### src/rtl/conv_pkg.sv
package conv_pkg;

    // layer geometry
    localparam int IFM_SIZE    = 6;
    localparam int KERNEL_SIZE = 3;
    localparam int OFM_SIZE    = IFM_SIZE - KERNEL_SIZE + 1;
    localparam int IFM_DEPTH   = 2;
    localparam int NUM_FILTERS = 2;
    localparam int KERNEL_TAPS = KERNEL_SIZE * KERNEL_SIZE;

    localparam int DATA_WIDTH = 16;
    localparam int ACC_WIDTH  = 36;

    // weights first in filter, depth, tap order; biases after them.
    localparam int BIAS_BASE      = NUM_FILTERS * IFM_DEPTH * KERNEL_TAPS;
    localparam int IFM_ADDR_WIDTH = $clog2(IFM_DEPTH * IFM_SIZE * IFM_SIZE);
    localparam int WT_ADDR_WIDTH  = $clog2(BIAS_BASE + NUM_FILTERS);
    localparam int OFM_ADDR_WIDTH = $clog2(NUM_FILTERS * OFM_SIZE * OFM_SIZE);

    localparam int FILTER_IDX_WIDTH = $clog2(NUM_FILTERS);
    localparam int DEPTH_IDX_WIDTH  = $clog2(IFM_DEPTH);

    localparam int LINE_DEPTH   = (KERNEL_SIZE - 1) * IFM_SIZE + KERNEL_SIZE;
    localparam int DRAIN_CYCLES = 3; // pixel, window and product stages.

    localparam logic signed [ACC_WIDTH-1:0] OUT_MAX = (1 <<< (DATA_WIDTH - 1)) - 1;

    typedef enum logic [2:0] {IDLE, LOAD, STREAM, DRAIN, HOLD} ctrl_state_t;

    typedef enum logic [1:0] {FETCH_IDLE, FETCH_TAPS, FETCH_BIAS} fetch_state_t;

endpackage

### src/rtl/window_shifter.sv
`timescale 1ns/100ps

module window_shifter
(
    input  logic                                   clk,
    input  logic                                   reset,
    input  logic                                   pix_valid,
    input  logic signed [conv_pkg::DATA_WIDTH-1:0] ifm_data,
    output logic signed [conv_pkg::DATA_WIDTH-1:0] window [conv_pkg::KERNEL_TAPS],
    output logic                                   window_valid
);
    import conv_pkg::*;

    logic signed [DATA_WIDTH-1:0] line_buf [LINE_DEPTH];
    logic [$clog2(IFM_SIZE)-1:0]  col_cnt;
    logic [$clog2(IFM_SIZE)-1:0]  row_cnt;

    always_ff @(posedge clk)
    begin
        if (pix_valid)
        begin
            line_buf[0] <= ifm_data;
            for (int i = 1; i < LINE_DEPTH; i++)
                line_buf[i] <= line_buf[i-1];
        end
    end

    // tap 0 is the oldest pixel, top left of the window.
    always_comb
    begin
        for (int kr = 0; kr < KERNEL_SIZE; kr++)
        begin
            for (int kc = 0; kc < KERNEL_SIZE; kc++)
                window[kr*KERNEL_SIZE + kc] =
                    line_buf[(KERNEL_SIZE-1-kr)*IFM_SIZE + (KERNEL_SIZE-1-kc)];
        end
    end

    always_ff @(posedge clk or posedge reset)
    begin
        if (reset)
        begin
            col_cnt      <= '0;
            row_cnt      <= '0;
            window_valid <= 1'b0;
        end
        else
        begin
            // full window once the pixel sits at row and column >= 2.
            window_valid <= pix_valid && (col_cnt >= KERNEL_SIZE - 1)
                                      && (row_cnt >= KERNEL_SIZE - 1);
            if (pix_valid)
            begin
                if (col_cnt == IFM_SIZE - 1)
                begin
                    col_cnt <= '0;
                    row_cnt <= (row_cnt == IFM_SIZE - 1) ? '0 : row_cnt + 1'b1;
                end
                else
                    col_cnt <= col_cnt + 1'b1;
            end
        end
    end

    assert property (@(posedge clk) disable iff (reset)
        row_cnt * IFM_SIZE + col_cnt <= IFM_SIZE * IFM_SIZE - 1);

endmodule

### config.mk
export PLATFORM = sky130hd
export DESIGN_NAME = window_shifter
export DESIGN_NICKNAME = d
export VERILOG_FILES = /design/src/rtl/conv_pkg.sv /design/src/rtl/window_shifter.sv
export SDC_FILE = /design/constraint.sdc
export NUM_CORES = 1
export LEC_CHECK = 0
export BUFFER_PORTS_ARGS = -buffer_cell sky130_fd_sc_hd__buf_2
export CAP_MARGIN = 20
export CORE_MARGIN = 3
export CORE_UTILIZATION = 55
export CTS_BUF_LIST = sky130_fd_sc_hd__clkbuf_8
export DETAILED_ROUTE_END_ITERATION = 8
export PLACE_DENSITY = 0.84
export SLEW_MARGIN = 15
export SYNTH_ARGS = -nofsm -noshare
export SYNTH_HDL_FRONTEND = slang
export SYNTH_SLANG_ARGS = --single-unit
### constraint.sdc
create_clock -name clk -period 1.76 [get_ports clk]
set_input_delay 0.176 -clock clk [delete_from_list [all_inputs] [get_ports clk]]
set_output_delay 0.176 -clock clk [all_outputs]
set_load 0.1 [all_outputs]
==> flow_metrics.tcl <==
set metrics [dict create \
    outcome "finished clean" \
    routed_wl_um 11900 \
    drc_errors 0 \
    drive_above_1_share_pct 42.4 \
    antenna_found_initial 0 \
    synthCells 264 \
    clock_skew_ns 0.0114 \
    avgSynthCellArea_um2 28.4 \
    core-area_um2 13300 \
    grt_max_degree 97 \
    tightest_slew_ns 0.522 \
    critical_path_depth 1 \
    rsz0062_at_grt "no" \
    ir_drop_mv 1.22 \
    synthFlopType "edfxtp_1" \
    synth_cell_types 15 \
    chipWidth_um 123 \
    cp_slowest_cell "buf_2" \
    ys_top_cells_by_count "240 x edfxtp_1, 7 x dfrtp_1" \
    synth_edf_count 240 \
    port_buffers 163 \
    grt_pass1_wl_um 17500 \
    finalSetupViolCount 0 \
    critical_path.top_delay_family "buffers and inverters" \
    grt_pass1_vias 3376 \
    async_flop_share_pct 2.83 \
    yosys-top-cells-area "edfxtp_1 96%, dfrtp_1 2.3%, mux2_4 0.40%" \
    fmax_ghz 0.641 \
    drt_iter0_drc 261 \
    firstDrtPassIters 6 \
    synth_nets 283 \
    avgViaCountPerCell 4.80 \
    fin_setup_tns_ns 0 \
    hold_depth 1 \
    rr_worst_depth 3 \
    path_max_fanout 2 \
    post_cts_buffers 0 \
    drtAntennaViolNets 0 \
    yosysWarnings 0 \
    period_share_pct 88.6 \
    synthToLayoutAreaGrowth_pct 26.0 \
    path_cells "buf_2" \
    vias 3310 \
    cts.path.max_buffers 3 \
    dieArea_um2 15100 \
    cp.arrival_ns 1.38 \
    slew_headroom_pct 65.5 \
    n_antenna_cell 0 \
    pin_count 164 \
    grtUsageTotal_pct 15.6 \
    cts_tree "yes" \
    critPathMaxStageDelay_ns 0.46 \
    drv_slew 0 \
    path_buf_inv 1 \
    hold_viol 0 \
    ys_ff_latch 247 \
    yosysMostFrequentCell "edfxtp_1" \
    p_total_uw 13300 \
    yosysSeqAreaShare_pct 98.3 \
    synth_top_area_share_pct 96.0 \
    drt-wirelength-per-cell_um 17.2 \
    clk_pin_slew_worst_paths_ns 0.07 \
    min_path_type "in2reg" \
    synth_top_cell_by_area "edfxtp_1" \
    path_class "reg2out" \
    min_period_ns 1.56 \
    max_cap_violations 0 \
    cp.required_ns 1.58 \
    cts_made_buffers 38 \
    htree_levels 2 \
    die_y_um 123 \
    clock_sinks 247 \
    netlist_area_um2 7510 \
    rows 42 \
    fin_hold_ws_ns 0.0360 \
    p_leak_uw 0.00362 \
    hpwlAfterDp_um 6820 \
    cts-root-buf "clkbuf_8" \
    overflow 0 \
    setup.worst_path.end_class "output pin" \
    initial_utilization_pct 56.5 \
    startpoint_type "flip-flop" \
    insertion_delay_ns 0.50 \
    gp_congestion 0.729 \
    fin_nets 506 \
    power.density_nw_per_um2 1410 \
]
-- layout by cell type, fill, tap and decap left out --
cell | synthesis | final
bufinv_16 | 0 | 1
mux2_4 | 2 | 2
clkbuf_8 | 0 | 39
or2b_1 | 1 | 1
clkinv_1 | 0 | 10
xor2_1 | 1 | 1
dlygate4sd3_1 | 0 | 17
buf_12 | 0 | 2
inv_1 | 2 | 11
nor2_1 | 2 | 2
clkinv_2 | 0 | 4
clkinv_4 | 0 | 1
mux2_2 | 1 | 1
clkinvlp_4 | 0 | 2
o21ai_0 | 1 | 1
or2_4 | 1 | 1
nor3b_1 | 1 | 1
edfxtp_1 | 240 | 240
dfrtp_1 | 7 | 7
buf_4 | 0 | 1
xnor2_1 | 1 | 1
nand2_1 | 2 | 2
buf_8 | 0 | 1
buf_2 | 0 | 162
nor2b_1 | 1 | 1
inv_6 | 0 | 1
nand4b_1 | 1 | 1
-- final cells by class --
cell class	count	area, um^2
clock buffers	39	537
multi-input cells	15	118
well taps	176	220
fillers	753	3830
clock inverters	28	154
inverters	2	7.51
flip-flops and latches	247	7380
repair buffers	183	1040
-- final timing paths --
kind                       slack, ns              end            start
max                             0.20        window[1]   line_buf[0][1]
min                             0.04   line_buf[0][5]        pix_valid
max reg2reg                     0.40       row_cnt[1]       col_cnt[1]
min reg2reg                     0.41  line_buf[11][5]  line_buf[10][5]
max in group asynchronous       1.40       row_cnt[2]            reset
min in group asynchronous       0.14       col_cnt[0]            reset
-- sequential cells by signal, indices dropped and copies added (netlist names) --
signal        count
row_cnt           3
window_valid      1
col_cnt           3
line_buf        240
-- cell families (layout without fill, tap and decap cells) --
group / count (synthesis) / after routing / synth area share, %
mux: 3 / 3 / 0.550
buf+inv: 2 / 252 / 0.100
simple gates: 9 / 9 / 0.717
xor+xnor: 2 / 2 / 0.233
compound gates: 1 / 1 / 0.0666
flops: 247 / 247 / 98.3
-- per-layer routing --
| metal | routed length (um) | vias to the layer above | global-route usage, % |
|---|---|---|---|
| li1 | - | 1518 | - |
| met1 | 4500 | 1593 | 19.1 |
| met2 | 5740 | 171 | 23.8 |
| met3 | 1260 | 28 | 6.64 |
| met4 | 352 | 0 | 8.54 |
| met5 | 0 | - | 0 |
-- report_power, final --
part	leakage, uW	switching [uW]	internal [uW]
logic	0.000802	1720	265
registers	0.00244	192	6910
clock network	0.000383	2010	2220
-- per-stage QoR --
step | util, % | cell area, um^2 | cells | worst slack [ns]
final | 71.2 | 9460 | 690 | 0.200
after global routing | 71.2 | 9460 | 690 | 0.156
after CTS | 71.2 | 9460 | 690 | 0.173
after detailed placement | 64.7 | 8600 | 606 | 0.415
after global placement | 64.7 | 8600 | 606 | 0.498
after floorplan | - | 7510 | 264 | 0.515
-- repair_timing --
action / in CTS / in global routing
hold buffers: 17 / 0
resized for setup: 0 / 0
endpoints found under the setup margin: 0 / 0
endpoints found under the hold margin: 23 / 0
Note: power is estimated with default switching activity, not from simulation.
