$ cat src/rtl/conv_pkg.sv
package conv_pkg;

    // layer geometry
    localparam int IFM_SIZE    = 6;
    localparam int KERNEL_SIZE = 3;
    localparam int OFM_SIZE    = IFM_SIZE - KERNEL_SIZE + 1;
    localparam int IFM_DEPTH   = 2;
    localparam int NUM_FILTERS = 2;
    localparam int KERNEL_TAPS = KERNEL_SIZE * KERNEL_SIZE;

    localparam int DATA_WIDTH = 16;
    localparam int ACC_WIDTH  = 36;

    // weights first in filter, depth, tap order; biases after them.
    localparam int BIAS_BASE      = NUM_FILTERS * IFM_DEPTH * KERNEL_TAPS;
    localparam int IFM_ADDR_WIDTH = $clog2(IFM_DEPTH * IFM_SIZE * IFM_SIZE);
    localparam int WT_ADDR_WIDTH  = $clog2(BIAS_BASE + NUM_FILTERS);
    localparam int OFM_ADDR_WIDTH = $clog2(NUM_FILTERS * OFM_SIZE * OFM_SIZE);

    localparam int FILTER_IDX_WIDTH = $clog2(NUM_FILTERS);
    localparam int DEPTH_IDX_WIDTH  = $clog2(IFM_DEPTH);

    localparam int LINE_DEPTH   = (KERNEL_SIZE - 1) * IFM_SIZE + KERNEL_SIZE;
    localparam int DRAIN_CYCLES = 3; // pixel, window and product stages.

    localparam logic signed [ACC_WIDTH-1:0] OUT_MAX = (1 <<< (DATA_WIDTH - 1)) - 1;

    typedef enum logic [2:0] {IDLE, LOAD, STREAM, DRAIN, HOLD} ctrl_state_t;

    typedef enum logic [1:0] {FETCH_IDLE, FETCH_TAPS, FETCH_BIAS} fetch_state_t;

endpackage

$ cat src/rtl/weight_fetch.sv
`timescale 1ns/100ps

module weight_fetch
(
    input  logic                                   clk,
    input  logic                                   reset,
    input  logic                                   load_go,
    input  logic [conv_pkg::FILTER_IDX_WIDTH-1:0]  filter_idx,
    input  logic [conv_pkg::DEPTH_IDX_WIDTH-1:0]   depth_idx,
    input  logic signed [conv_pkg::DATA_WIDTH-1:0] wt_data,
    output logic                                   wt_rd,
    output logic [conv_pkg::WT_ADDR_WIDTH-1:0]     wt_addr,
    output logic signed [conv_pkg::DATA_WIDTH-1:0] kernel [conv_pkg::KERNEL_TAPS],
    output logic signed [conv_pkg::DATA_WIDTH-1:0] bias,
    output logic                                   kernel_ready
);
    import conv_pkg::*;

    fetch_state_t                     state;
    logic [$clog2(KERNEL_TAPS+1)-1:0] tap_cnt;
    logic [$clog2(KERNEL_TAPS+1)-1:0] rd_idx;
    logic                             rd_valid;
    logic [WT_ADDR_WIDTH-1:0]         tap_base;

    assign tap_base = WT_ADDR_WIDTH'((filter_idx * IFM_DEPTH + depth_idx) * KERNEL_TAPS);

    always_ff @(posedge clk or posedge reset)
    begin
        if (reset)
        begin
            state        <= FETCH_IDLE;
            wt_rd        <= 1'b0;
            wt_addr      <= '0;
            tap_cnt      <= '0;
            rd_valid     <= 1'b0;
            kernel_ready <= 1'b0;
        end
        else
        begin
            rd_valid     <= wt_rd;
            kernel_ready <= (state == FETCH_BIAS); // bias data lands this cycle.
            case (state)
                FETCH_IDLE:
                begin
                    if (load_go)
                    begin
                        wt_rd   <= 1'b1;
                        wt_addr <= tap_base;
                        tap_cnt <= '0;
                        state   <= FETCH_TAPS;
                    end
                end
                FETCH_TAPS:
                begin
                    if (tap_cnt == KERNEL_TAPS - 1)
                    begin
                        wt_addr <= WT_ADDR_WIDTH'(BIAS_BASE + filter_idx);
                        state   <= FETCH_BIAS;
                    end
                    else
                        wt_addr <= wt_addr + 1'b1;
                    tap_cnt <= tap_cnt + 1'b1;
                end
                FETCH_BIAS:
                begin
                    wt_rd <= 1'b0;
                    state <= FETCH_IDLE;
                end
                default:
                    state <= FETCH_IDLE;
            endcase
        end
    end

    // index 9 is the bias word.
    always_ff @(posedge clk)
    begin
        rd_idx <= tap_cnt;
        if (rd_valid)
        begin
            if (rd_idx == KERNEL_TAPS)
                bias <= wt_data;
            else
                kernel[rd_idx] <= wt_data;
        end
    end

endmodule

$ cat config.mk
export PLATFORM = sky130hd
export DESIGN_NAME = weight_fetch
export DESIGN_NICKNAME = d
export VERILOG_FILES = /design/src/rtl/conv_pkg.sv /design/src/rtl/weight_fetch.sv
export SDC_FILE = /design/constraint.sdc
export NUM_CORES = 1
export LEC_CHECK = 0
export ABC_AREA = 1
export BUFFER_PORTS_ARGS = -buffer_cell sky130_fd_sc_hd__buf_2
export CAP_MARGIN = 20
export CORE_ASPECT_RATIO = 0.9
export CORE_MARGIN = 2
export CORE_UTILIZATION = 35
export DETAILED_ROUTE_END_ITERATION = 6
export PLACE_DENSITY = 0.62
export SLEW_MARGIN = 20
export SYNTH_ARGS = -nofsm -noshare
export SYNTH_HDL_FRONTEND = slang
export SYNTH_SLANG_ARGS = --single-unit
$ cat constraint.sdc
create_clock -name clk -period 2.3 [get_ports clk]
set_clock_uncertainty 0.1 [all_clocks]
set_input_delay 0 -clock clk [delete_from_list [all_inputs] [get_ports clk]]
set_output_delay 0 -clock clk [all_outputs]
set_load 0.05 [all_outputs]
==> impl_metrics.toml, run 1 <==
[clock_network]
cts_inserted_buffers = 17
clock_tree_from_tritoncts = "yes"
clk_pin_slew_worst_paths_ps = 70
post_cts_buffers = 0
number_of_h_tree_branching_levels = 4
clk_root_buf = "sky130_fd_sc_hd__clkbuf_16"
post_cts_resized = 0
ctsHoldBuffers = 21
clk-insertion-delay-late_ps = 420
clock_sink_count = 179
clock_path_buffers = 2

[place]
detailed_place_hpwl_um = 9030
io_buffers = 188
dp_cells = 688
place_ws_ps = 827
post_dp_cell_area_um2 = 7080
placer_s_final_routability_congestion_estimate = 0.793

[timing]
max_freq_mhz = 525
timing.final.max_slew_violations = 0
setup_viol = 0
final_tns_setup_ps = 0
rsz0062_at_grt = "no"
worst_slew_pin_slew_ps = 576
period_share = 0.829
timing_hold_violations_final = 0
fin_ws_ps = 394
final_period_minus_worst_setup_slack_ps = 1910
max_slew_margin = 0.616

[final_layout]
drive_gt1_frac = 0.464
final_non_filler_cell_total = 741
most_common_library_cell_in_the_layout_ignoring_fill_and_taps = "sky130_fd_sc_hd__buf_2"
final_cell_mix = "sky130_fd_sc_hd__buf_2 (188), sky130_fd_sc_hd__edfxtp_1 (160), sky130_fd_sc_hd__nand2_1 (26)"
antenna_cells = 0
syn_to_final_growth_pct = 37.3
stdcell_area_um2 = 7870
design.final.nets = 545

[synthesis]
syn_nets = 303
ys_seq_area_frac = 0.918
synthesis.area_per_instance_um2 = 20.5
synthesis.yosys.warnings = 0
post_synth_num_cell_types = 20
synth.cell_area_um2 = 5730
syn-instance-count = 279
synth.ff_latch_count = 179

[power]
power.ir.vdd_worst_uv = 823
p_per_area_nw_per_um2 = 1430
power.leakage_nw = 3.11

[route]
viasPerCell = 4.51
routedWlPerCell_um = 17.9
first_pass_iteration_count_of_the_detailed_router = 4
drt-initial-drc-count = 217
antenna_violating_nets_post_route = 0
remaining_drc_errors = 0
wirelength_um = 13200
vias = 3344

[setup_path]
crit_family = "buffers and inverters"
worst-setup-path-type = "register to register"
worstPathRequired_ps = 2560
critical_path_arrival_ps = 2170
crit_path_max_fanout = 4
worst_setup_path_start_kind = "register"
cpMaxStageDelayCell = "sky130_fd_sc_hd__dlygate4sd3_1"
critical_path.endpoint_type = "register"
number_of_buffer_and_inverter_instances_along_the_worst_setup_path = 3
worst_path_largest_cell_delay_ps = 550
cp_cell_instances = "inv_1, ha_1, nand2_1, nor2_1, nand3_1, nand3_1, dlygate4sd3_1, nand2_1, inv_1"

[floorplanning]
die_x_um = 139
chipHeight_um = 125
row_count = 44
area_of_the_die_um2 = 17400
floorplan.initialDensity = 0.356
core-area_um2 = 16100
boundaryPins = 189

[outcome]
outcome = "complete, no violations"

[grt]
grt_antenna_before_repair = 0
grt_pass1_vias = 3219
first_pass_grt_wire_length_um = 19700
maximum_number_of_pins_on_one_net_before_global_route_repair = 18
global_route.overflow_total = 0
grt_util_all_layers = 0.154

[hold_path]
hold_path.class = "input pin to async pin"

[run]
max_cap_violations = 0
## metrics by stage
stage                     hold slack [ps]  power, mW   util
after CTS                            87.7       11.3  0.489
after global placement              -4.85       8.49  0.441
after detailed placement            0.816       8.55  0.441
final                                79.3       11.2  0.489
after global routing                  138       11.7  0.489
after floorplan                      -199       7.37      -
## state kept, by name, summed over array words and instances (netlist names), 2 cells and up
register and count:
wt_addr 6, kernel 144, tap_cnt 4, state 2, bias 16, rd_idx 4
## layout make-up
class | instances | area (µm²)
inverters | 20 | 75.1
fillers | 1378 | 8210
clock inverters | 14 | 143
well taps | 207 | 259
multi-input cells | 80 | 418
flip-flops and latches | 179 | 5260
repair buffers | 223 | 1280
clock buffers | 18 | 429
## worst min-delay path: cells and delay by family
| family | cells | cell delay (ps) |
|---|---|---|
| buffers and inverters | 3 | 1070 |
## metal layers
metal,vias up,routed length (µm),track usage
li1,1521,-,-
met1,1645,5720,0.201
met2,166,6400,0.248
met3,12,970,0.0502
met4,0,153,0.0487
met5,-,0,0
## path summary, 6_finish.rpt
path | start | to | slack [ps] | cells past startpoint
max | tap_cnt[0] | wt_addr[0] | 390 | 9
min | reset | wt_addr[4] | 80 | 3
max reg2reg | tap_cnt[0] | wt_addr[0] | 390 | 9
min reg2reg | wt_rd | rd_valid | 310 | 0
max in group asynchronous | reset | tap_cnt[2] | 1640 | 3
min in group clk | wt_data[9] | kernel[73] | 310 | 2
## cell usage after synthesis (all sizes together)
master | count | area share
xnor2 | 1 | 0.0015
dfxtp | 4 | 0.014
o211ai | 1 | 0.0013
dfrtp | 15 | 0.066
nor2 | 19 | 0.014
clkinv | 1 | 0.00065
a21oi | 2 | 0.0017
edfxtp | 160 | 0.84
nand4 | 1 | 0.0011
o21ai | 10 | 0.0087
nand3 | 14 | 0.012
ha | 3 | 0.0066
inv | 19 | 0.012
nand2 | 28 | 0.020
xor2 | 1 | 0.0015
## where the power goes
part           leakage, nW  internal (mW)  switching, mW
logic                 1.17          0.744           3.02
clock network        0.264           1.52           1.23
registers             1.67           4.40          0.324
## logic make-up after synthesis
family / Yosys count / share of synthesized area
simple gates: 62 / 0.0472
flops: 179 / 0.918
xor+xnor: 2 / 0.00306
fa+ha+maj: 3 / 0.00655
buf+inv: 20 / 0.0131
compound gates: 13 / 0.0118
Power figures use the tool's default switching activity.
==> run 2: changes to the inputs <==
clock period = 1.9 ns   (was 2.3 ns; I/O delays follow)
==> impl_metrics.toml, run 2 (synthesized netlist as in run 1, its figures left out) <==
[grt]
grt_antenna_before_repair = 0
first_pass_grt_wire_length_um = 19300
grt_util_all_layers = 0.151
grt_pass1_vias = 3224
maximum_number_of_pins_on_one_net_before_global_route_repair = 19
global_route.overflow_total = 0

[place]
place_ws_ps = 337
dp_cells = 688
detailed_place_hpwl_um = 8800
io_buffers = 188
placer_s_final_routability_congestion_estimate = 0.777
post_dp_cell_area_um2 = 7070

[final_layout]
nFillCells = 1350
final_cell_mix = "sky130_fd_sc_hd__buf_2 (188), sky130_fd_sc_hd__edfxtp_1 (160), sky130_fd_sc_hd__nand2_1 (26)"
biggestRegsByFlops = "kernel: 144 flops, bias: 16 flops, wt_addr: 6 flops"
design.final.nets = 546
layout.core_utilization = 0.489
final_non_filler_cell_total = 742
drive_gt1_frac = 0.473
syn_to_final_growth_pct = 37.2
largest_register_ff_count = 144
top_register = "kernel"
stdcell_area_um2 = 7860
most_common_library_cell_in_the_layout_ignoring_fill_and_taps = "sky130_fd_sc_hd__buf_2"
antenna_cells = 0

[clock_network]
clock_tree_from_tritoncts = "yes"
clk_root_buf = "sky130_fd_sc_hd__clkbuf_16"
clk-insertion-delay-late_ps = 420
clock_sink_count = 179
clk_pin_slew_worst_paths_ps = 70
number_of_h_tree_branching_levels = 4
cts_inserted_buffers = 17
clock_path_buffers = 2

[route]
remaining_drc_errors = 0
wirelength_um = 12900
vias = 3327
drt-initial-drc-count = 218
first_pass_iteration_count_of_the_detailed_router = 4
routedWlPerCell_um = 17.4
viasPerCell = 4.48
antenna_violating_nets_post_route = 0

[setup_path]
worst_r2r_startpoint = "rd_valid"
crit_path_start = "rd_valid"
r2r_slack_ps = 360
worstPathRequired_ps = 1930
worst-setup-path-type = "register to register"
critical_path.endpoint_type = "register"
critical_path_depth = 3
cpMaxStageDelayCell = "sky130_fd_sc_hd__dfrtp_1"
crit_path_max_fanout = 7
worst_setup_path_start_kind = "register"
worst_r2r_path_depth = 3
critical_path_arrival_ps = 1570
number_of_buffer_and_inverter_instances_along_the_worst_setup_path = 1
crit_family = "simple AND/OR/NAND/NOR gates"
worst_path_largest_cell_delay_ps = 390
setup.worst_path.end = "kernel[4]"
reg2reg_to = "kernel[4]"
cp_cell_instances = "nand3_1, nor2_2, buf_4"

[floorplanning]
row_count = 44
boundaryPins = 189
floorplan.initialDensity = 0.356
core-area_um2 = 16100
chipHeight_um = 125
area_of_the_die_um2 = 17400
die_x_um = 139

[timing]
final_tns_setup_ps = 0
final_period_minus_worst_setup_slack_ps = 1540
period_share = 0.808
max_slew_margin = 0.608
fin_ws_ps = 364
setup_viol = 0
worst_hold_slack_ps = 84.2
rsz0062_at_grt = "no"
timing.final.max_slew_violations = 0
worst_slew_pin_slew_ps = 588
max_freq_mhz = 651
timing_hold_violations_final = 0

[hold_path]
hold_path.class = "input pin to async pin"

[power]
power.ir.vdd_worst_uv = 877
design_power_total_mw = 13.5
power.leakage_nw = 3.12
p_per_area_nw_per_um2 = 1720

[run]
max_cap_violations = 0

[outcome]
outcome = "complete, no violations"
==> run 2: worst min path at each step <==
stage | to | start | slack, ps | cells after the start
global placement | wt_addr[1] | reset | -20 | 2
detailed placement | wt_addr[4] | reset | -8 | 2
floorplan | kernel_ready | reset | -200 | 1
CTS | wt_addr[5] | reset | 90 | 3
finish | wt_addr[1] | reset | 80 | 3
global route | wt_addr[4] | reset | 130 | 3
==> run 2: tightest hold or removal path, cell delays in order <==
cell	delay, ps
sky130_fd_sc_hd__dlygate4sd3_1	530
sky130_fd_sc_hd__buf_2	120
sky130_fd_sc_hd__inv_1	430
==> run 2: cell type report <==
type	count	area [µm²]	area share
multi-input combinational	80	423	0.0538
tap	207	259	0.0330
clock buffer	17	425	0.0541
timing repair buffer	224	1270	0.162
sequential	179	5260	0.669
inverter	20	75.1	0.00955
clock inverter	15	143	0.0181
==> run 2: per-layer routing <==
metal / wire (µm) / vias up / GRT usage
met4: 283 / 0 / 0.0582
li1: - / 1521 / -
met2: 6150 / 163 / 0.236
met5: 0 / - / 0
met3: 1060 / 22 / 0.0509
met1: 5400 / 1621 / 0.199
==> run 2: where the power goes <==
part	leakage (nW)	internal (mW)	switching [mW]
logic	1.17	0.879	3.65
registers	1.67	5.32	0.376
clock network	0.274	1.73	1.53
total	3.12	7.94	5.55
==> run 2: timing repair <==
item	4_1_cts	5_1_grt
setup endpoints to repair	0	1
buffers inserted	0	2
hold buffers	21	0
endpoints found under the hold margin	184	0
resized for setup	0	3
==> run 3: changes to the inputs <==
ABC_AREA = 0   (was 1)
PLACE_DENSITY = 0.64   (was 0.62)
clock period = 1.24 ns   (was 1.9 ns; I/O delays follow)
==> impl_metrics.toml, run 3 <==
[outcome]
outcome = "finished, violations left"
violations = "setup timing"

[grt]
grt_pass1_vias = 3389
grt_antenna_before_repair = 0
maximum_number_of_pins_on_one_net_before_global_route_repair = 19
first_pass_grt_wire_length_um = 20700
global_route.overflow_total = 0
grt_util_all_layers = 0.163

[timing]
timing_hold_violations_final = 0
timing.final.max_slew_violations = 0
final_period_minus_worst_setup_slack_ps = 1600
fin_ws_ps = -362
period_share = 1.29
max_freq_mhz = 624
max_slew_margin = 0.608
rsz0062_at_grt = "yes"
setup_viol = 166
worst_slew_pin_slew_ps = 587

[final_layout]
multiInputGateArea_um2 = 656
biggestRegsByFlops = "kernel: 144 flops, bias: 16 flops, wt_addr: 6 flops"
design.final.nets = 564
syn_to_final_growth_pct = 50.7
most_common_library_cell_in_the_layout_ignoring_fill_and_taps = "sky130_fd_sc_hd__buf_2"
antenna_cells = 0
final-seq-area_um2 = 5270
drive_gt1_frac = 0.571
largest_register_ff_count = 144
nFillCells = 1296
final_non_filler_cell_total = 760
top_register = "kernel"
final_cell_mix = "sky130_fd_sc_hd__buf_2 (181), sky130_fd_sc_hd__edfxtp_1 (160), sky130_fd_sc_hd__buf_4 (22), sky130_fd_sc_hd__buf_6 (22), sky130_fd_sc_hd__dlygate4sd3_1 (20)"

[setup_path]
worst_setup_path_start_kind = "register"
worstPathRequired_ps = 1270
critical_path.endpoint_type = "register"
worst_r2r_path_depth = 6
cp_cell_instances = "buf_6, nand3b_1, buf_6, nor3_4, buf_6, buf_12"
crit_path_max_fanout = 7
critical_path_arrival_ps = 1640
r2r_slack_ps = -360
worst_path_largest_cell_delay_ps = 330
worst_r2r_startpoint = "rd_idx[3]"
crit_path_frequent_cell = "sky130_fd_sc_hd__buf_6"
reg2reg_to = "kernel[76]"
cpMaxStageDelayCell = "sky130_fd_sc_hd__dfxtp_2"
number_of_buffer_and_inverter_instances_along_the_worst_setup_path = 4
worst-setup-path-type = "register to register"
crit_family = "buffers and inverters"

[floorplanning]
boundaryPins = 189
core-area_um2 = 16100
die_x_um = 139
area_of_the_die_um2 = 17400
chipHeight_um = 125
floorplan.initialDensity = 0.357
row_count = 44

[route]
wirelength_um = 14200
viasPerCell = 4.59
remaining_drc_errors = 0
first_pass_iteration_count_of_the_detailed_router = 5
vias = 3491
antenna_violating_nets_post_route = 0
routedWlPerCell_um = 18.7
drt-initial-drc-count = 191

[synthesis]
postSynth.topFlopCell = "sky130_fd_sc_hd__edfxtp_1"
synth.top_cell.area_share = 0.838
synth.cell_area_um2 = 5730
ys_top_cells_by_area = "sky130_fd_sc_hd__edfxtp_1 (84%), sky130_fd_sc_hd__dfrtp_1 (6.5%), sky130_fd_sc_hd__dfxtp_1 (1.4%)"
synth_enable_flop_cells = 160
ys_seq_area_frac = 0.918
post_synth_num_cell_types = 33
post-synth-top-count-cell = "sky130_fd_sc_hd__edfxtp_1"
synth_async_sr_flop_share = 0.0838
syn-instance-count = 259
cell_type_with_the_highest_aggregate_area_in_the_netlist = "sky130_fd_sc_hd__edfxtp_1"
synthesis.area_per_instance_um2 = 22.1
yosys-top-cells-count = "sky130_fd_sc_hd__edfxtp_1 (160), sky130_fd_sc_hd__dfrtp_1 (15), sky130_fd_sc_hd__nor2_1 (14)"
synthesis.yosys.warnings = 0
syn_nets = 283
synth.ff_latch_count = 179

[power]
p_seq_frac = 0.384
power.combinational.fraction = 0.397
switching_share = 0.393
share_clk_of_total_power = 0.219
p_per_area_nw_per_um2 = 2630
p_int_mw = 13.8
power.leakage_nw = 3.36
power.ir.vdd_worst_uv = 1510
net-switching-power_mw = 8.93

[hold_path]
hold_path.class = "input pin to async pin"

[place]
place_ws_ps = -326
placer_s_final_routability_congestion_estimate = 0.840
io_buffers = 188
detailed_place_hpwl_um = 9360
dp_cells = 695

[clock_network]
clock_sink_count = 179
clock_tree_from_tritoncts = "yes"
clk_pin_slew_worst_paths_ps = 70
clock_path_buffers = 2
cts_inserted_buffers = 17
number_of_h_tree_branching_levels = 4
clk-insertion-delay-late_ps = 420
clk_root_buf = "sky130_fd_sc_hd__clkbuf_16"

[run]
max_cap_violations = 0
## run 3: cell types whose count changed after synthesis, sizes merged, moves of 4 or more
cell / previous run / this run
o21ai: 10 / 6
inv: 19 / 5
nand2b: 0 / 5
nand2: 28 / 6
a21oi: 2 / 6
nor2: 19 / 14
nand3: 14 / 6
## run 3: layer usage
| layer | share of wire | vias to the layer above | wire [µm] | global-route usage |
|---|---|---|---|---|
| li1 | - | 1586 | - | - |
| met1 | 0.41 | 1717 | 5770 | 0.201 |
| met3 | 0.079 | 13 | 1120 | 0.0567 |
| met5 | 0 | - | 0 | 0 |
| met2 | 0.50 | 175 | 7170 | 0.272 |
| met4 | 0.010 | 0 | 145 | 0.0505 |
## run 3: cell families after synthesis
family	Yosys count	synth area share
AO/OA/AOI/OAI	21	0.0231
multiplexers	2	0.00349
buffers and inverters	7	0.00458
flip-flops	179	0.918
adder cells (fa/ha/maj)	3	0.00655
AND/OR/NAND/NOR	47	0.0447
## run 3: power groups by stage
stage	Combinational (mW)	Clock, mW	Sequential, mW
3_3_place_gp	8.09	0	8.74
6_report	9.03	4.99	8.73
4_1_cts	8.87	5.12	8.71
3_5_place_dp	8.18	0	8.78
5_1_grt	9.44	5.40	8.85
2_1_floorplan	1.66	0	12.2
## run 3: cell type report
class	count	share of cell area
tap	207	0.0300
timing repair buffer	264	0.215
sequential	179	0.610
clock buffer	18	0.0497
clock inverter	14	0.0168
multi-input combinational	73	0.0759
inverter	5	0.00217
## run 3: worst reg2reg max path, delay by kind of cell, from the launching register on
family	cells	cell delay, ps
buffers and inverters	4	540
flip-flops	1	330
AND/OR/NAND/NOR	2	340
## run 3: per-stage QoR
step / hold WS [ps] / TNS, ps / cell area [µm²] / util / power (mW)
finish: 89.5 / -47230 / 8640 / 0.537 / 22.8
global route: 150 / -54620 / 8640 / 0.537 / 23.7
CTS: 80.6 / -47810 / 8540 / 0.531 / 22.7
detailed placement: 6.54 / -43550 / 7550 / 0.469 / 17.0
global placement: -16.3 / -41800 / 7550 / 0.469 / 16.8
floorplan: -199 / -48730 / 5890 / - / 13.9
## run 3: how the worst max path moves through the flow
stage | end | slack [ps] | from | depth (start not counted)
2_1_floorplan | kernel[128] | -520 | rd_valid | 2
3_3_place_gp | kernel[115] | -310 | rd_valid | 4
3_5_place_dp | kernel[114] | -330 | rd_valid | 4
4_1_cts | kernel[113] | -350 | rd_valid | 4
5_1_grt | kernel[76] | -400 | rd_idx[3] | 6
6_report | kernel[76] | -360 | rd_idx[3] | 6
## run 3: timing repair
| item | 4_1_cts | 5_1_grt |
|---|---|---|
| pin swaps | 3 | 4 |
| buffers inserted | 5 | 6 |
| endpoints found under the hold margin | 182 | 0 |
| gates cloned | 1 | 2 |
| endpoints found under the setup margin | 175 | 176 |
| gates resized for setup | 44 | 17 |
| hold buffers | 20 | 0 |
