## src/rtl/conv_pkg.sv

```systemverilog
package conv_pkg;

    // layer geometry
    localparam int IFM_SIZE    = 6;
    localparam int KERNEL_SIZE = 3;
    localparam int OFM_SIZE    = IFM_SIZE - KERNEL_SIZE + 1;
    localparam int IFM_DEPTH   = 2;
    localparam int NUM_FILTERS = 2;
    localparam int KERNEL_TAPS = KERNEL_SIZE * KERNEL_SIZE;

    localparam int DATA_WIDTH = 16;
    localparam int ACC_WIDTH  = 36;

    // weights first in filter, depth, tap order; biases after them.
    localparam int BIAS_BASE      = NUM_FILTERS * IFM_DEPTH * KERNEL_TAPS;
    localparam int IFM_ADDR_WIDTH = $clog2(IFM_DEPTH * IFM_SIZE * IFM_SIZE);
    localparam int WT_ADDR_WIDTH  = $clog2(BIAS_BASE + NUM_FILTERS);
    localparam int OFM_ADDR_WIDTH = $clog2(NUM_FILTERS * OFM_SIZE * OFM_SIZE);

    localparam int FILTER_IDX_WIDTH = $clog2(NUM_FILTERS);
    localparam int DEPTH_IDX_WIDTH  = $clog2(IFM_DEPTH);

    localparam int LINE_DEPTH   = (KERNEL_SIZE - 1) * IFM_SIZE + KERNEL_SIZE;
    localparam int DRAIN_CYCLES = 3; // pixel, window and product stages.

    localparam logic signed [ACC_WIDTH-1:0] OUT_MAX = (1 <<< (DATA_WIDTH - 1)) - 1;

    typedef enum logic [2:0] {IDLE, LOAD, STREAM, DRAIN, HOLD} ctrl_state_t;

    typedef enum logic [1:0] {FETCH_IDLE, FETCH_TAPS, FETCH_BIAS} fetch_state_t;

endpackage

```

## src/rtl/conv_control.sv

```systemverilog
`timescale 1ns/100ps

module conv_control
(
    input  logic                                  clk,
    input  logic                                  reset,
    input  logic                                  start,
    input  logic                                  kernel_ready,
    input  logic                                  plane_done,
    input  logic                                  plane_ack,
    output logic                                  ready,
    output logic                                  done,
    output logic                                  plane_full,
    output logic                                  ifm_rd,
    output logic [conv_pkg::IFM_ADDR_WIDTH-1:0]   ifm_addr,
    output logic                                  pix_valid,
    output logic                                  load_go,
    output logic [conv_pkg::FILTER_IDX_WIDTH-1:0] filter_idx,
    output logic [conv_pkg::DEPTH_IDX_WIDTH-1:0]  depth_idx,
    output logic                                  first_depth,
    output logic                                  last_depth
);
    import conv_pkg::*;

    ctrl_state_t                          state;
    logic [$clog2(IFM_SIZE*IFM_SIZE)-1:0] pix_cnt;
    logic [$clog2(DRAIN_CYCLES)-1:0]      drain_cnt;
    logic                                 last_filter;

    assign ready       = (state == IDLE);
    assign first_depth = (depth_idx == '0);
    assign last_depth  = (depth_idx == DEPTH_IDX_WIDTH'(IFM_DEPTH - 1));
    assign last_filter = (filter_idx == FILTER_IDX_WIDTH'(NUM_FILTERS - 1));
    assign ifm_addr    = IFM_ADDR_WIDTH'(depth_idx * (IFM_SIZE * IFM_SIZE) + pix_cnt);

    always_ff @(posedge clk or posedge reset)
    begin
        if (reset)
        begin
            state      <= IDLE;
            filter_idx <= '0;
            depth_idx  <= '0;
            pix_cnt    <= '0;
            drain_cnt  <= '0;
            ifm_rd     <= 1'b0;
            load_go    <= 1'b0;
            done       <= 1'b0;
        end
        else
        begin
            load_go <= 1'b0;
            done    <= 1'b0;
            case (state)
                IDLE:
                begin
                    if (start)
                    begin
                        filter_idx <= '0;
                        depth_idx  <= '0;
                        load_go    <= 1'b1;
                        state      <= LOAD;
                    end
                end
                LOAD:
                begin
                    if (kernel_ready)
                    begin
                        pix_cnt <= '0;
                        ifm_rd  <= 1'b1; // raster read starts with the kernel in place.
                        state   <= STREAM;
                    end
                end
                STREAM:
                begin
                    if (pix_cnt == IFM_SIZE * IFM_SIZE - 1)
                    begin
                        ifm_rd    <= 1'b0;
                        drain_cnt <= '0;
                        state     <= DRAIN;
                    end
                    else
                        pix_cnt <= pix_cnt + 1'b1;
                end
                DRAIN:
                begin
                    if (drain_cnt == DRAIN_CYCLES - 1)
                    begin
                        if (last_depth)
                            state <= HOLD;
                        else
                        begin
                            depth_idx <= depth_idx + 1'b1;
                            load_go   <= 1'b1;
                            state     <= LOAD;
                        end
                    end
                    else
                        drain_cnt <= drain_cnt + 1'b1;
                end
                HOLD:
                begin
                    // next layer has taken the plane.
                    if (plane_full && plane_ack)
                    begin
                        depth_idx <= '0;
                        if (last_filter)
                        begin
                            filter_idx <= '0;
                            done       <= 1'b1;
                            state      <= IDLE;
                        end
                        else
                        begin
                            filter_idx <= filter_idx + 1'b1;
                            load_go    <= 1'b1;
                            state      <= LOAD;
                        end
                    end
                end
                default:
                    state <= IDLE;
            endcase
        end
    end

    // read data comes back one cycle after the strobe.
    always_ff @(posedge clk or posedge reset)
    begin
        if (reset)
            pix_valid <= 1'b0;
        else
            pix_valid <= ifm_rd;
    end

    always_ff @(posedge clk or posedge reset)
    begin
        if (reset)
            plane_full <= 1'b0;
        else if (plane_full && plane_ack)
            plane_full <= 1'b0;
        else if (plane_done)
            plane_full <= 1'b1;
    end

    assert property (@(posedge clk) disable iff (reset) ifm_rd |-> state == STREAM);
    assert property (@(posedge clk) disable iff (reset) plane_full |-> state == HOLD);

endmodule

```

## config.mk

```make
export PLATFORM = sky130hd
export DESIGN_NAME = conv_control
export DESIGN_NICKNAME = d
export VERILOG_FILES = /design/src/rtl/conv_pkg.sv /design/src/rtl/conv_control.sv
export SDC_FILE = /design/constraint.sdc
export NUM_CORES = 1
export LEC_CHECK = 0
export BUFFER_PORTS_ARGS = -buffer_cell sky130_fd_sc_hd__buf_4
export CAP_MARGIN = 10
export CORE_UTILIZATION = 55
export CTS_BUF_LIST = sky130_fd_sc_hd__clkbuf_8
export CTS_CLUSTER_SIZE = 10
export DETAILED_ROUTE_END_ITERATION = 8
export GPL_ROUTABILITY_DRIVEN = 0
export PLACE_DENSITY = 0.8
export RECOVER_POWER = 25
export SLEW_MARGIN = 15
export SYNTH_ARGS = -nofsm -noshare
export SYNTH_HDL_FRONTEND = slang
export SYNTH_SLANG_ARGS = --single-unit
```

## constraint.sdc

```tcl
create_clock -name clk -period 1.8 [get_ports clk]
set_clock_uncertainty 0.1 [all_clocks]
set_input_delay 0.09 -clock clk [delete_from_list [all_inputs] [get_ports clk]]
set_output_delay 0.09 -clock clk [all_outputs]
set_load 0.01 [all_outputs]
```

==> results of run 1 <==
## cells by family (layout without fill, tap and decap cells)
family / Yosys count / in the layout / share of synthesized area
multiplexers: 1 / 1 / 0.00925
buffers and inverters: 20 / 44 / 0.0959
flip-flops: 18 / 18 / 0.416
AND/OR/NAND/NOR: 39 / 39 / 0.195
adder cells (fa/ha/maj): 5 / 5 / 0.0578
AO/OA/AOI/OAI: 34 / 34 / 0.209
XOR/XNOR: 2 / 2 / 0.0162
## critical path: cells and delay by family (launching register included)
| kind | cells | cell delay, ps |
|---|---|---|
| AO/OA/AOI/OAI | 3 | 600 |
| flip-flops | 1 | 440 |
| AND/OR/NAND/NOR | 1 | 250 |
| adder cells (fa/ha/maj) | 1 | 230 |
## worst min-delay path by stage
stage / start / end / slack, ps / cells after the start
after global routing: start / load_go / 70 / 3
after floorplan: reset / depth_idx / -70 / 1
after CTS: start / load_go / 40 / 3
final: start / load_go / 40 / 3
after global placement: reset / load_go / 130 / 2
after detailed placement: reset / depth_idx / 140 / 2
## placed cells by master, fill, tap and decap left out, types with 3 or more instances in the layout
cell	instances
nand3_1	7
inv_1	9
dfrtp_1	16
nor2_1	5
nor2b_1	3
ha_1	5
clkbuf_1	9
o21ai_1	8
nor3_1	3
nand2_1	8
buf_4	17
a21oi_1	8
clkbuf_8	4
dlygate4sd3_1	3
## registers in the layout (all words and copies together) (netlist names)
signal	cells
depth_idx	1
done	1
drain_cnt	2
filter_idx	1
ifm_rd	1
load_go	1
pix_cnt	6
pix_valid	1
plane_full	1
state	3
## layout make-up
cell class / count / area share
clock buffer: 4 / 0.0419
inverter: 10 / 0.0286
multi-input combinational: 81 / 0.409
sequential: 18 / 0.345
tap: 25 / 0.0238
timing repair buffer: 30 / 0.152
## through the flow
stage | hold slack (ps) | utilization | setup WS, ps | area (um^2)
final | 38.5 | 0.736 | 58.1 | 1310
after global placement | 126 | 0.701 | 172 | 1250
after detailed placement | 136 | 0.701 | 82.5 | 1250
after CTS | 40.4 | 0.749 | 32.1 | 1340
after floorplan | -71.4 | - | 233 | 1080
after global routing | 66.4 | 0.736 | 1.51 | 1310
## power by group through the flow
| stage | Combinational (mW) | Sequential, mW | Clock [mW] |
|---|---|---|---|
| 6_report | 1.04 | 0.753 | 0.333 |
| 5_1_grt | 1.14 | 0.777 | 0.349 |
| 4_1_cts | 1.06 | 0.745 | 0.334 |
| 3_5_place_dp | 1.03 | 0.751 | 0 |
| 3_3_place_gp | 1.01 | 0.746 | 0 |
| 2_1_floorplan | 0.790 | 0.675 | 0 |
## metal layers
| layer | share of wire | wire length (um) |
|---|---|---|
| met5 | 0 | 0 |
| met4 | 0.024 | 57 |
| met3 | 0.064 | 153 |
| met2 | 0.45 | 1090 |
| met1 | 0.46 | 1100 |
## what timing repair did
item | in CTS | in global routing
resized for setup | 0 | 3
hold endpoints to repair | 19 | 0
endpoints found under the setup margin | 0 | 3
hold buffers | 3 | 0
==> results.toml, run 1 <==
[power_and_ir_drop]
power.leakage_nw = 0.606
p_sw_frac = 0.425
power_frac_comb = 0.489
power_switching_mw = 0.903
p_int_mw = 1.22
seqPwrFrac = 0.354
p_total_mw = 2.13
clkPwrFrac = 0.157
peakVddDrop_uv = 1030
p_per_area_nw_per_um2 = 1620

[clock_network]
cts-root-buf = "clkbuf_8"
htreeDepth = 1
clk_latency_ps = 260
clk_pin_slew_ps = 70
cts_buffer_depth = 2
clock_sinks = 18
cts_made_buffers = 3
post_cts_buffers = 0
cts_tree = "done"

[synth]
synth_edf_count = 0
syn_nets = 130
yosys-top-cells-count = "dfrtp_1, inv_1, a21oi_1, nand2_1, o21ai_1"
synthArstFlopShare = 1.00
ys_seq_area_frac = 0.416
syn_inst = 119
ys_types = 40
synth_flop_cell = "dfrtp_1"
synth_area_leader_cell = "dfrtp_1"
ys_seq_elements = 18
avgSynthCellArea_um2 = 9.09
synth_area_um2 = 1080
ys_top_cells_by_area = "dfrtp_1, ha_1, a21oi_1, o21ai_1, nand3_1"
yosysMostFrequentCell = "dfrtp_1"
netlist.area_leader.share = 0.416
ys_warn_count = 0

[floorplan]
floorplan.die.height_um = 46.4
core-area_um2 = 1780
die_w_um = 46.4
num_io_pins = 23
rows = 15
die_area_um2 = 2150
initial_core_util = 0.607

[worst_setup_path]
path_class = "reg2reg"
cpPeakStageDelay_ps = 440
r2r_start = "pix_cnt[0]"
worstPathMaxFanout = 5
reg2reg_to = "pix_cnt[0]"
path_cells = "ha_1 -> and2b_1 -> a31oi_4 -> o21ai_1 -> a22o_1"
endpoint = "pix_cnt[0]"
r2r_slack_ps = 60
cp.required_ps = 1850
cp.arrival_ps = 1790
end_kind = "flip-flop"
critical-path-slowest-cell = "dfrtp_2"
worst-r2r-cell-count = 5
crit_start = "pix_cnt[0]"
critPathLaunchType = "flip-flop"

[global_routing]
antenna_found_initial = 0
grtUsageTotal = 0.247
grt_pass1_wl_mm = 3.73
overflow = 0
top_usage_layer = "met2"
grt.met1_usage = 0.323
grt_pass1_vias = 857
grt_max_degree = 19
grt_util_met3 = 0.0353
use_met2 = 0.403

[sta]
tightest_slew_ps = 677
drv_slew = 0
hold_violations = 0
slew_headroom = 0.548
fmax_mhz = 574
period_minus_slack_ps = 1740
rsz0062_at_grt = "false"
setup_tns_ps = 0
period_share = 0.968
setup_viol = 0

[placed_design]
hpwlAfterDp_mm = 1.59
placedCellCount = 161
port_buffers = 22

[routing]
via_per_inst = 5.96
num_vias = 1002
ant_nets = 0
first_pass_iters = 4
route.detailed.drc = 0
drt_wl_total_mm = 2.40
drtIter0Drc = 66
avgRoutedWirePerCell_um = 14.3

[status]
status = "completed"

[layout]
fillers = 138
multi_input_area_um2 = 537
finalNonFillerCells = 168
drive_gt1_frac = 0.196
finalNetCount = 155
area_growth_pct = 21.3
register_area_um2 = 453
insertedDiodeCount = 0

[worst_hold_path]
holdCritPathClass = "in2reg"

[job]
cap_violations = 0
(Power assumes the default switching activity.)
==> inputs of run 2 (changes only) <==
--- a/config.mk
+++ b/config.mk
@@ -8,7 +8,7 @@
 export BUFFER_PORTS_ARGS = -buffer_cell sky130_fd_sc_hd__buf_4
 export CAP_MARGIN = 10
 export CORE_UTILIZATION = 55
-export CTS_BUF_LIST = sky130_fd_sc_hd__clkbuf_8
+export CTS_BUF_LIST = sky130_fd_sc_hd__clkbuf_4 sky130_fd_sc_hd__clkbuf_8
 export CTS_CLUSTER_SIZE = 10
 export DETAILED_ROUTE_END_ITERATION = 8
 export GPL_ROUTABILITY_DRIVEN = 0
==> constraint.sdc (replaced) <==
create_clock -name clk -period 2.2 [get_ports clk]
set_clock_uncertainty 0.1 [all_clocks]
set_input_delay 0.11 -clock clk [delete_from_list [all_inputs] [get_ports clk]]
set_output_delay 0.11 -clock clk [all_outputs]
set_load 0.01 [all_outputs]
==> run 2 against run 1 <==
Cell count shrank 2.4%. Core utilization down 3.2 points. Clock power down 39%. Non-clock buffer count down 4. Register-to-register slack improved by 290 ps. Highest routed layer unchanged. Critical path depth fell by 1. Die area unchanged. Global-route usage decreased by 0.73 points. Sequential share of layout area up 1.3 points.
==> results.toml, run 2 (synthesis gave the netlist of run 1 again) <==
[status]
status = "completed"

[power_and_ir_drop]
clkPwrFrac = 0.127
p_sw_frac = 0.436
power_switching_mw = 0.693
power_frac_comb = 0.477
p_int_mw = 0.896
p_total_mw = 1.59
peakVddDrop_uv = 771
power.leakage_nw = 0.584
seqPwrFrac = 0.396
p_per_area_nw_per_um2 = 1270

[layout]
reg_top3 = "pix_cnt: 6 flops, state: 3 flops, drain_cnt: 2 flops"
largest_register_ff_count = 6
top_register = "pix_cnt"
fillers = 138
mostFrequentLayoutCells = "dfrtp_1, buf_4, inv_1"
utilization = 0.705
area_growth_pct = 16.1
drive_gt1_frac = 0.165
finalNonFillerCells = 164
final_area_um2 = 1260
finalNetCount = 151
final_common_cell = "dfrtp_1"
insertedDiodeCount = 0

[routing]
num_vias = 974
ant_nets = 0
drt_wl_total_mm = 2.31
via_per_inst = 5.94
avgRoutedWirePerCell_um = 14.1
route.detailed.drc = 0
drtIter0Drc = 35
first_pass_iters = 4

[sta]
fmax_mhz = 539
drv_slew = 0
rsz0062_at_grt = "false"
setup_viol = 0
period_share = 0.843
period_minus_slack_ps = 1850
worst_slack_ps = 345
hold_violations = 0
setup_tns_ps = 0
tightest_slew_ps = 681
fin_hold_ws_ps = 22.8
slew_headroom = 0.545

[worst_setup_path]
cp.required_ps = 1990
cpPeakStageDelay_ps = 510
cp.buffers_inverters = 1
critPathLaunchType = "flip-flop"
worstPathMaxFanout = 9
end_kind = "output port"
path_cells = "ha_1 -> ha_1 -> a31o_2 -> buf_4"
critical-path-slowest-cell = "dfrtp_1"
path_class = "reg2out"
cp.arrival_ps = 1640
path_common_cell = "ha_1"
critPathTopFamily = "flip-flops"

[floorplan]
floorplan.die.height_um = 46.4
die_w_um = 46.4
initial_core_util = 0.607
rows = 15
num_io_pins = 23
core-area_um2 = 1780
die_area_um2 = 2150

[clock_network]
cts_tree = "done"
cts_buffer_depth = 2
ctsResizeCount = 0
cts_made_buffers = 3
htreeDepth = 1
cts-root-buf = "clkbuf_4"
clk_latency_ps = 290
clock_sinks = 18
clk_pin_slew_ps = 100

[global_routing]
antenna_found_initial = 0
grt_pass1_vias = 856
grt_pass1_wl_mm = 3.64
overflow = 0
grtUsageTotal = 0.240
grt_max_degree = 19

[placed_design]
placedCellCount = 157
hpwlAfterDp_mm = 1.56
dpl_cell_area_um2 = 1220
port_buffers = 22
pre_cts_slack_ps = 437

[job]
cap_violations = 0

[worst_hold_path]
holdCritPathClass = "in2reg"
## run 2: changes by cell type in the layout (fill, tap and decap cells not counted), sizes merged
cell | before | now
clkbuf | 14 | 13
buf | 17 | 14
## run 2: final timing paths
kind                                 from          end  slack, ps  cells after the start
worst min-delay path                start      load_go         20                      3
worst max register to register   state[1]   pix_cnt[1]        350                      4
worst max-delay path            depth_idx  ifm_addr[6]        350                      4
max in group asynchronous           reset     state[0]       1190                      3
min in group asynchronous           reset   pix_cnt[3]        380                      3
worst min register to register     ifm_rd    pix_valid        350                      0
## run 2: routing by layer
layer	global-route usage	share of wire
met2	0.378	0.49
met4	0.0941	0.0056
met5	0	0
met3	0.0275	0.067
met1	0.331	0.44
## run 2: area by class of cell
| type | count | area [um^2] | share of cell area |
|---|---|---|---|
| multi-input cells | 81 | 528 | 0.420 |
| inverters | 10 | 37.5 | 0.0299 |
| flip-flops and latches | 18 | 450 | 0.359 |
| well taps | 25 | 31.3 | 0.0249 |
| repair buffers | 26 | 173 | 0.137 |
| clock buffers | 4 | 36.3 | 0.0289 |
## run 2: power groups by stage
stage          logic (mW)  registers (mW)  clock network (mW)
2_1_floorplan       0.647           0.552                   0
3_3_place_gp        0.768           0.617                   0
3_5_place_dp        0.783           0.629                   0
4_1_cts             0.795           0.624               0.204
5_1_grt             0.854           0.651               0.212
6_report            0.758           0.629               0.202
## run 2: repair_timing
| action | CTS | global route |
|---|---|---|
| buffers inserted | 0 | 0 |
| endpoints found under the hold margin | 19 | 0 |
| setup endpoints to repair | 0 | 0 |
| hold buffers | 3 | 0 |
## run 2: worst reg2reg max path, stage by stage, from the launching register on
cell and delay (ps):
dfrtp_1 680, nand2b_1 320, a31oi_2 280, o21ai_1 130, a22o_1 240
==> inputs of run 3 (changes only) <==
--- a/config.mk
+++ b/config.mk
@@ -5,6 +5,7 @@
 export SDC_FILE = /design/constraint.sdc
 export NUM_CORES = 1
 export LEC_CHECK = 0
+export ABC_AREA = 1
 export BUFFER_PORTS_ARGS = -buffer_cell sky130_fd_sc_hd__buf_4
 export CAP_MARGIN = 10
 export CORE_UTILIZATION = 55
==> constraint.sdc (replaced) <==
create_clock -name clk -period 1.86 [get_ports clk]
set_clock_uncertainty 0.1 [all_clocks]
set_input_delay 0.093 -clock clk [delete_from_list [all_inputs] [get_ports clk]]
set_output_delay 0.093 -clock clk [all_outputs]
set_load 0.01 [all_outputs]
==> run 3 against run 2 <==
Via count down 0.72%. Worst setup slack worse by 260 ps. Sequential share of layout area down 0.98 points. Synthesized area up 1.5%. Critical path type unchanged. Register-to-register slack better by 90 ps. Largest cell class unchanged. First-iteration DRC count down 69%. Sequential cell count unchanged. Sequential power up 5.2%. Wire length down 5.5%. Cell count up 15%. Global-route usage down 0.24 points.
==> results.toml, run 3 <==
[worst_setup_path]
crit_start = "depth_idx"
reg2reg_to = "state[0]"
worst-r2r-cell-count = 8
worstPathMaxFanout = 8
critPathLaunchType = "flip-flop"
r2r_start = "state[2]"
cp.arrival_ps = 1580
path_class = "reg2out"
end_kind = "output port"
endpoint = "ifm_addr[6]"
r2r_slack_ps = 440
cp.required_ps = 1670

[power_and_ir_drop]
peakVddDrop_uv = 1050
power.leakage_nw = 0.709
p_total_mw = 1.89
p_per_area_nw_per_um2 = 1460

[floorplan]
rows = 15
die_w_um = 46.7
die_area_um2 = 2180
floorplan.die.height_um = 46.7
initial_core_util = 0.610
core-area_um2 = 1800
num_io_pins = 23

[clock_network]
cts_tree = "done"
cts_made_buffers = 3
clk_pin_slew_ps = 100
clock_sinks = 18
htreeDepth = 1
cts_buffer_depth = 2
cts-root-buf = "clkbuf_4"
clk_latency_ps = 300

[layout]
mostFrequentLayoutCells = "nand2_1, inv_1, dfrtp_1"
insertedDiodeCount = 0
top_register = "pix_cnt"
utilization = 0.719
area_growth_pct = 17.9
final_area_um2 = 1290
largest_register_ff_count = 6
final_common_cell = "nand2_1"
finalNetCount = 177
drive_gt1_frac = 0.244
reg_top3 = "pix_cnt: 6 flops, state: 3 flops, drain_cnt: 2 flops"
finalNonFillerCells = 189
fillers = 159

[synth]
yosysMostFrequentCell = "nand2_1"
syn_nets = 150
yosys-top-cells-count = "nand2_1, dfrtp_1, inv_1, nand3_1, nor2_1"
synthXorXnorAreaFrac = 0.0159
synth_area_um2 = 1100
ys_seq_area_frac = 0.410
ys_types = 24
ys_warn_count = 0
avgSynthCellArea_um2 = 7.90
ys_seq_elements = 18
synthArstFlopShare = 1.00
synth_flop_cell = "dfrtp_1"
netlist.area_leader.share = 0.410
synth_compound_area_frac = 0.0626
synth_area_leader_cell = "dfrtp_1"
synthAdderAreaFrac = 0.0569
synth_edf_count = 0
synthMuxAreaShare = 0
synth_top_family_by_area = "simple AND/OR/NAND/NOR gates"
ys_top_cells_by_area = "dfrtp_1, nand2_1, inv_1, ha_1, nand3_1"
syn_inst = 139
synth_simple_gate_area_share = 0.345

[routing]
first_pass_iters = 4
drtIter0Drc = 11
via_per_inst = 5.12
num_vias = 967
route.detailed.drc = 0
ant_nets = 0
drt_wl_total_mm = 2.18
avgRoutedWirePerCell_um = 11.6

[placed_design]
placedCellCount = 182
dpl_cell_area_um2 = 1260
pre_cts_slack_ps = 389
port_buffers = 22
hpwlAfterDp_mm = 1.69

[sta]
setup_viol = 0
slew_headroom = 0.551
fin_hold_ws_ps = 182
period_minus_slack_ps = 1780
hold_violations = 0
period_share = 0.954
rsz0062_at_grt = "false"
worst_slack_ps = 84.8
drv_slew = 0
fmax_mhz = 563
setup_tns_ps = 0
tightest_slew_ps = 673

[global_routing]
overflow = 0
grt_pass1_vias = 866
grtUsageTotal = 0.237
antenna_found_initial = 0
grt_pass1_wl_mm = 3.58
grt_max_degree = 19

[job]
cap_violations = 0

[status]
status = "completed"

[worst_hold_path]
holdCritPathClass = "in2reg"
-- run 3: cell count changes in the layout (fill, tap and decap cells not counted), sizes merged, moves of 3 or more --
cell / delta
a21oi: -8
inv: +13
nand2: +32
nand3: +7
nor2: +9
nor2b: -3
-- run 3: cells by family (layout without fill, tap and decap cells) --
family / count (synthesis) / count (layout)
AO/OA/AOI/OAI: 12 / 12
XOR/XNOR: 2 / 2
adder cells (fa/ha/maj): 5 / 5
buffers and inverters: 27 / 52
flip-flops: 18 / 18
AND/OR/NAND/NOR: 75 / 75
-- run 3: worst min path at each step --
stage                      start    endpoint  slack [ps]  cells past startpoint
global placement           reset  plane_full         130                      2
CTS                 kernel_ready    state[1]         170                      5
detailed placement         reset     load_go         140                      2
floorplan                  reset   depth_idx         -70                      1
global route        kernel_ready    state[1]         220                      5
finish              kernel_ready    state[1]         180                      5
-- run 3: power by group --
part           internal, mW  switching [mW]  total [mW]
Sequential            0.528           0.135       0.662
Combinational         0.389           0.651        1.04
Clock                0.0755           0.115       0.191
-- run 3: timing repair --
item | 4_1_cts | 5_1_grt
hold endpoints to repair | 21 | 0
hold buffers | 4 | 0
gates resized for setup | 0 | 1
setup buffers | 0 | 0
endpoints found under the setup margin | 0 | 1
-- run 3: critical path, stage by stage (launching register included) --
cell	delay [ps]
dfrtp_2	470
ha_1	230
ha_1	210
a31o_2	240
buf_4	140
-- run 3: metal layers --
layer  global-route usage  up-vias  routed length (um)
met4                0.103        0                  38
met5                    0        -                   0
met2                0.389       26                1040
met3               0.0667        6                 108
li1                     -      491                   -
met1                0.288      444                 999
-- run 3: layout make-up --
type | instances | area (um^2) | area share
multi-input cells | 94 | 528 | 0.408
flip-flops and latches | 18 | 452 | 0.349
repair buffers | 26 | 175 | 0.135
inverters | 23 | 86.3 | 0.0667
well taps | 25 | 31.3 | 0.0242
clock buffers | 3 | 22.5 | 0.0174
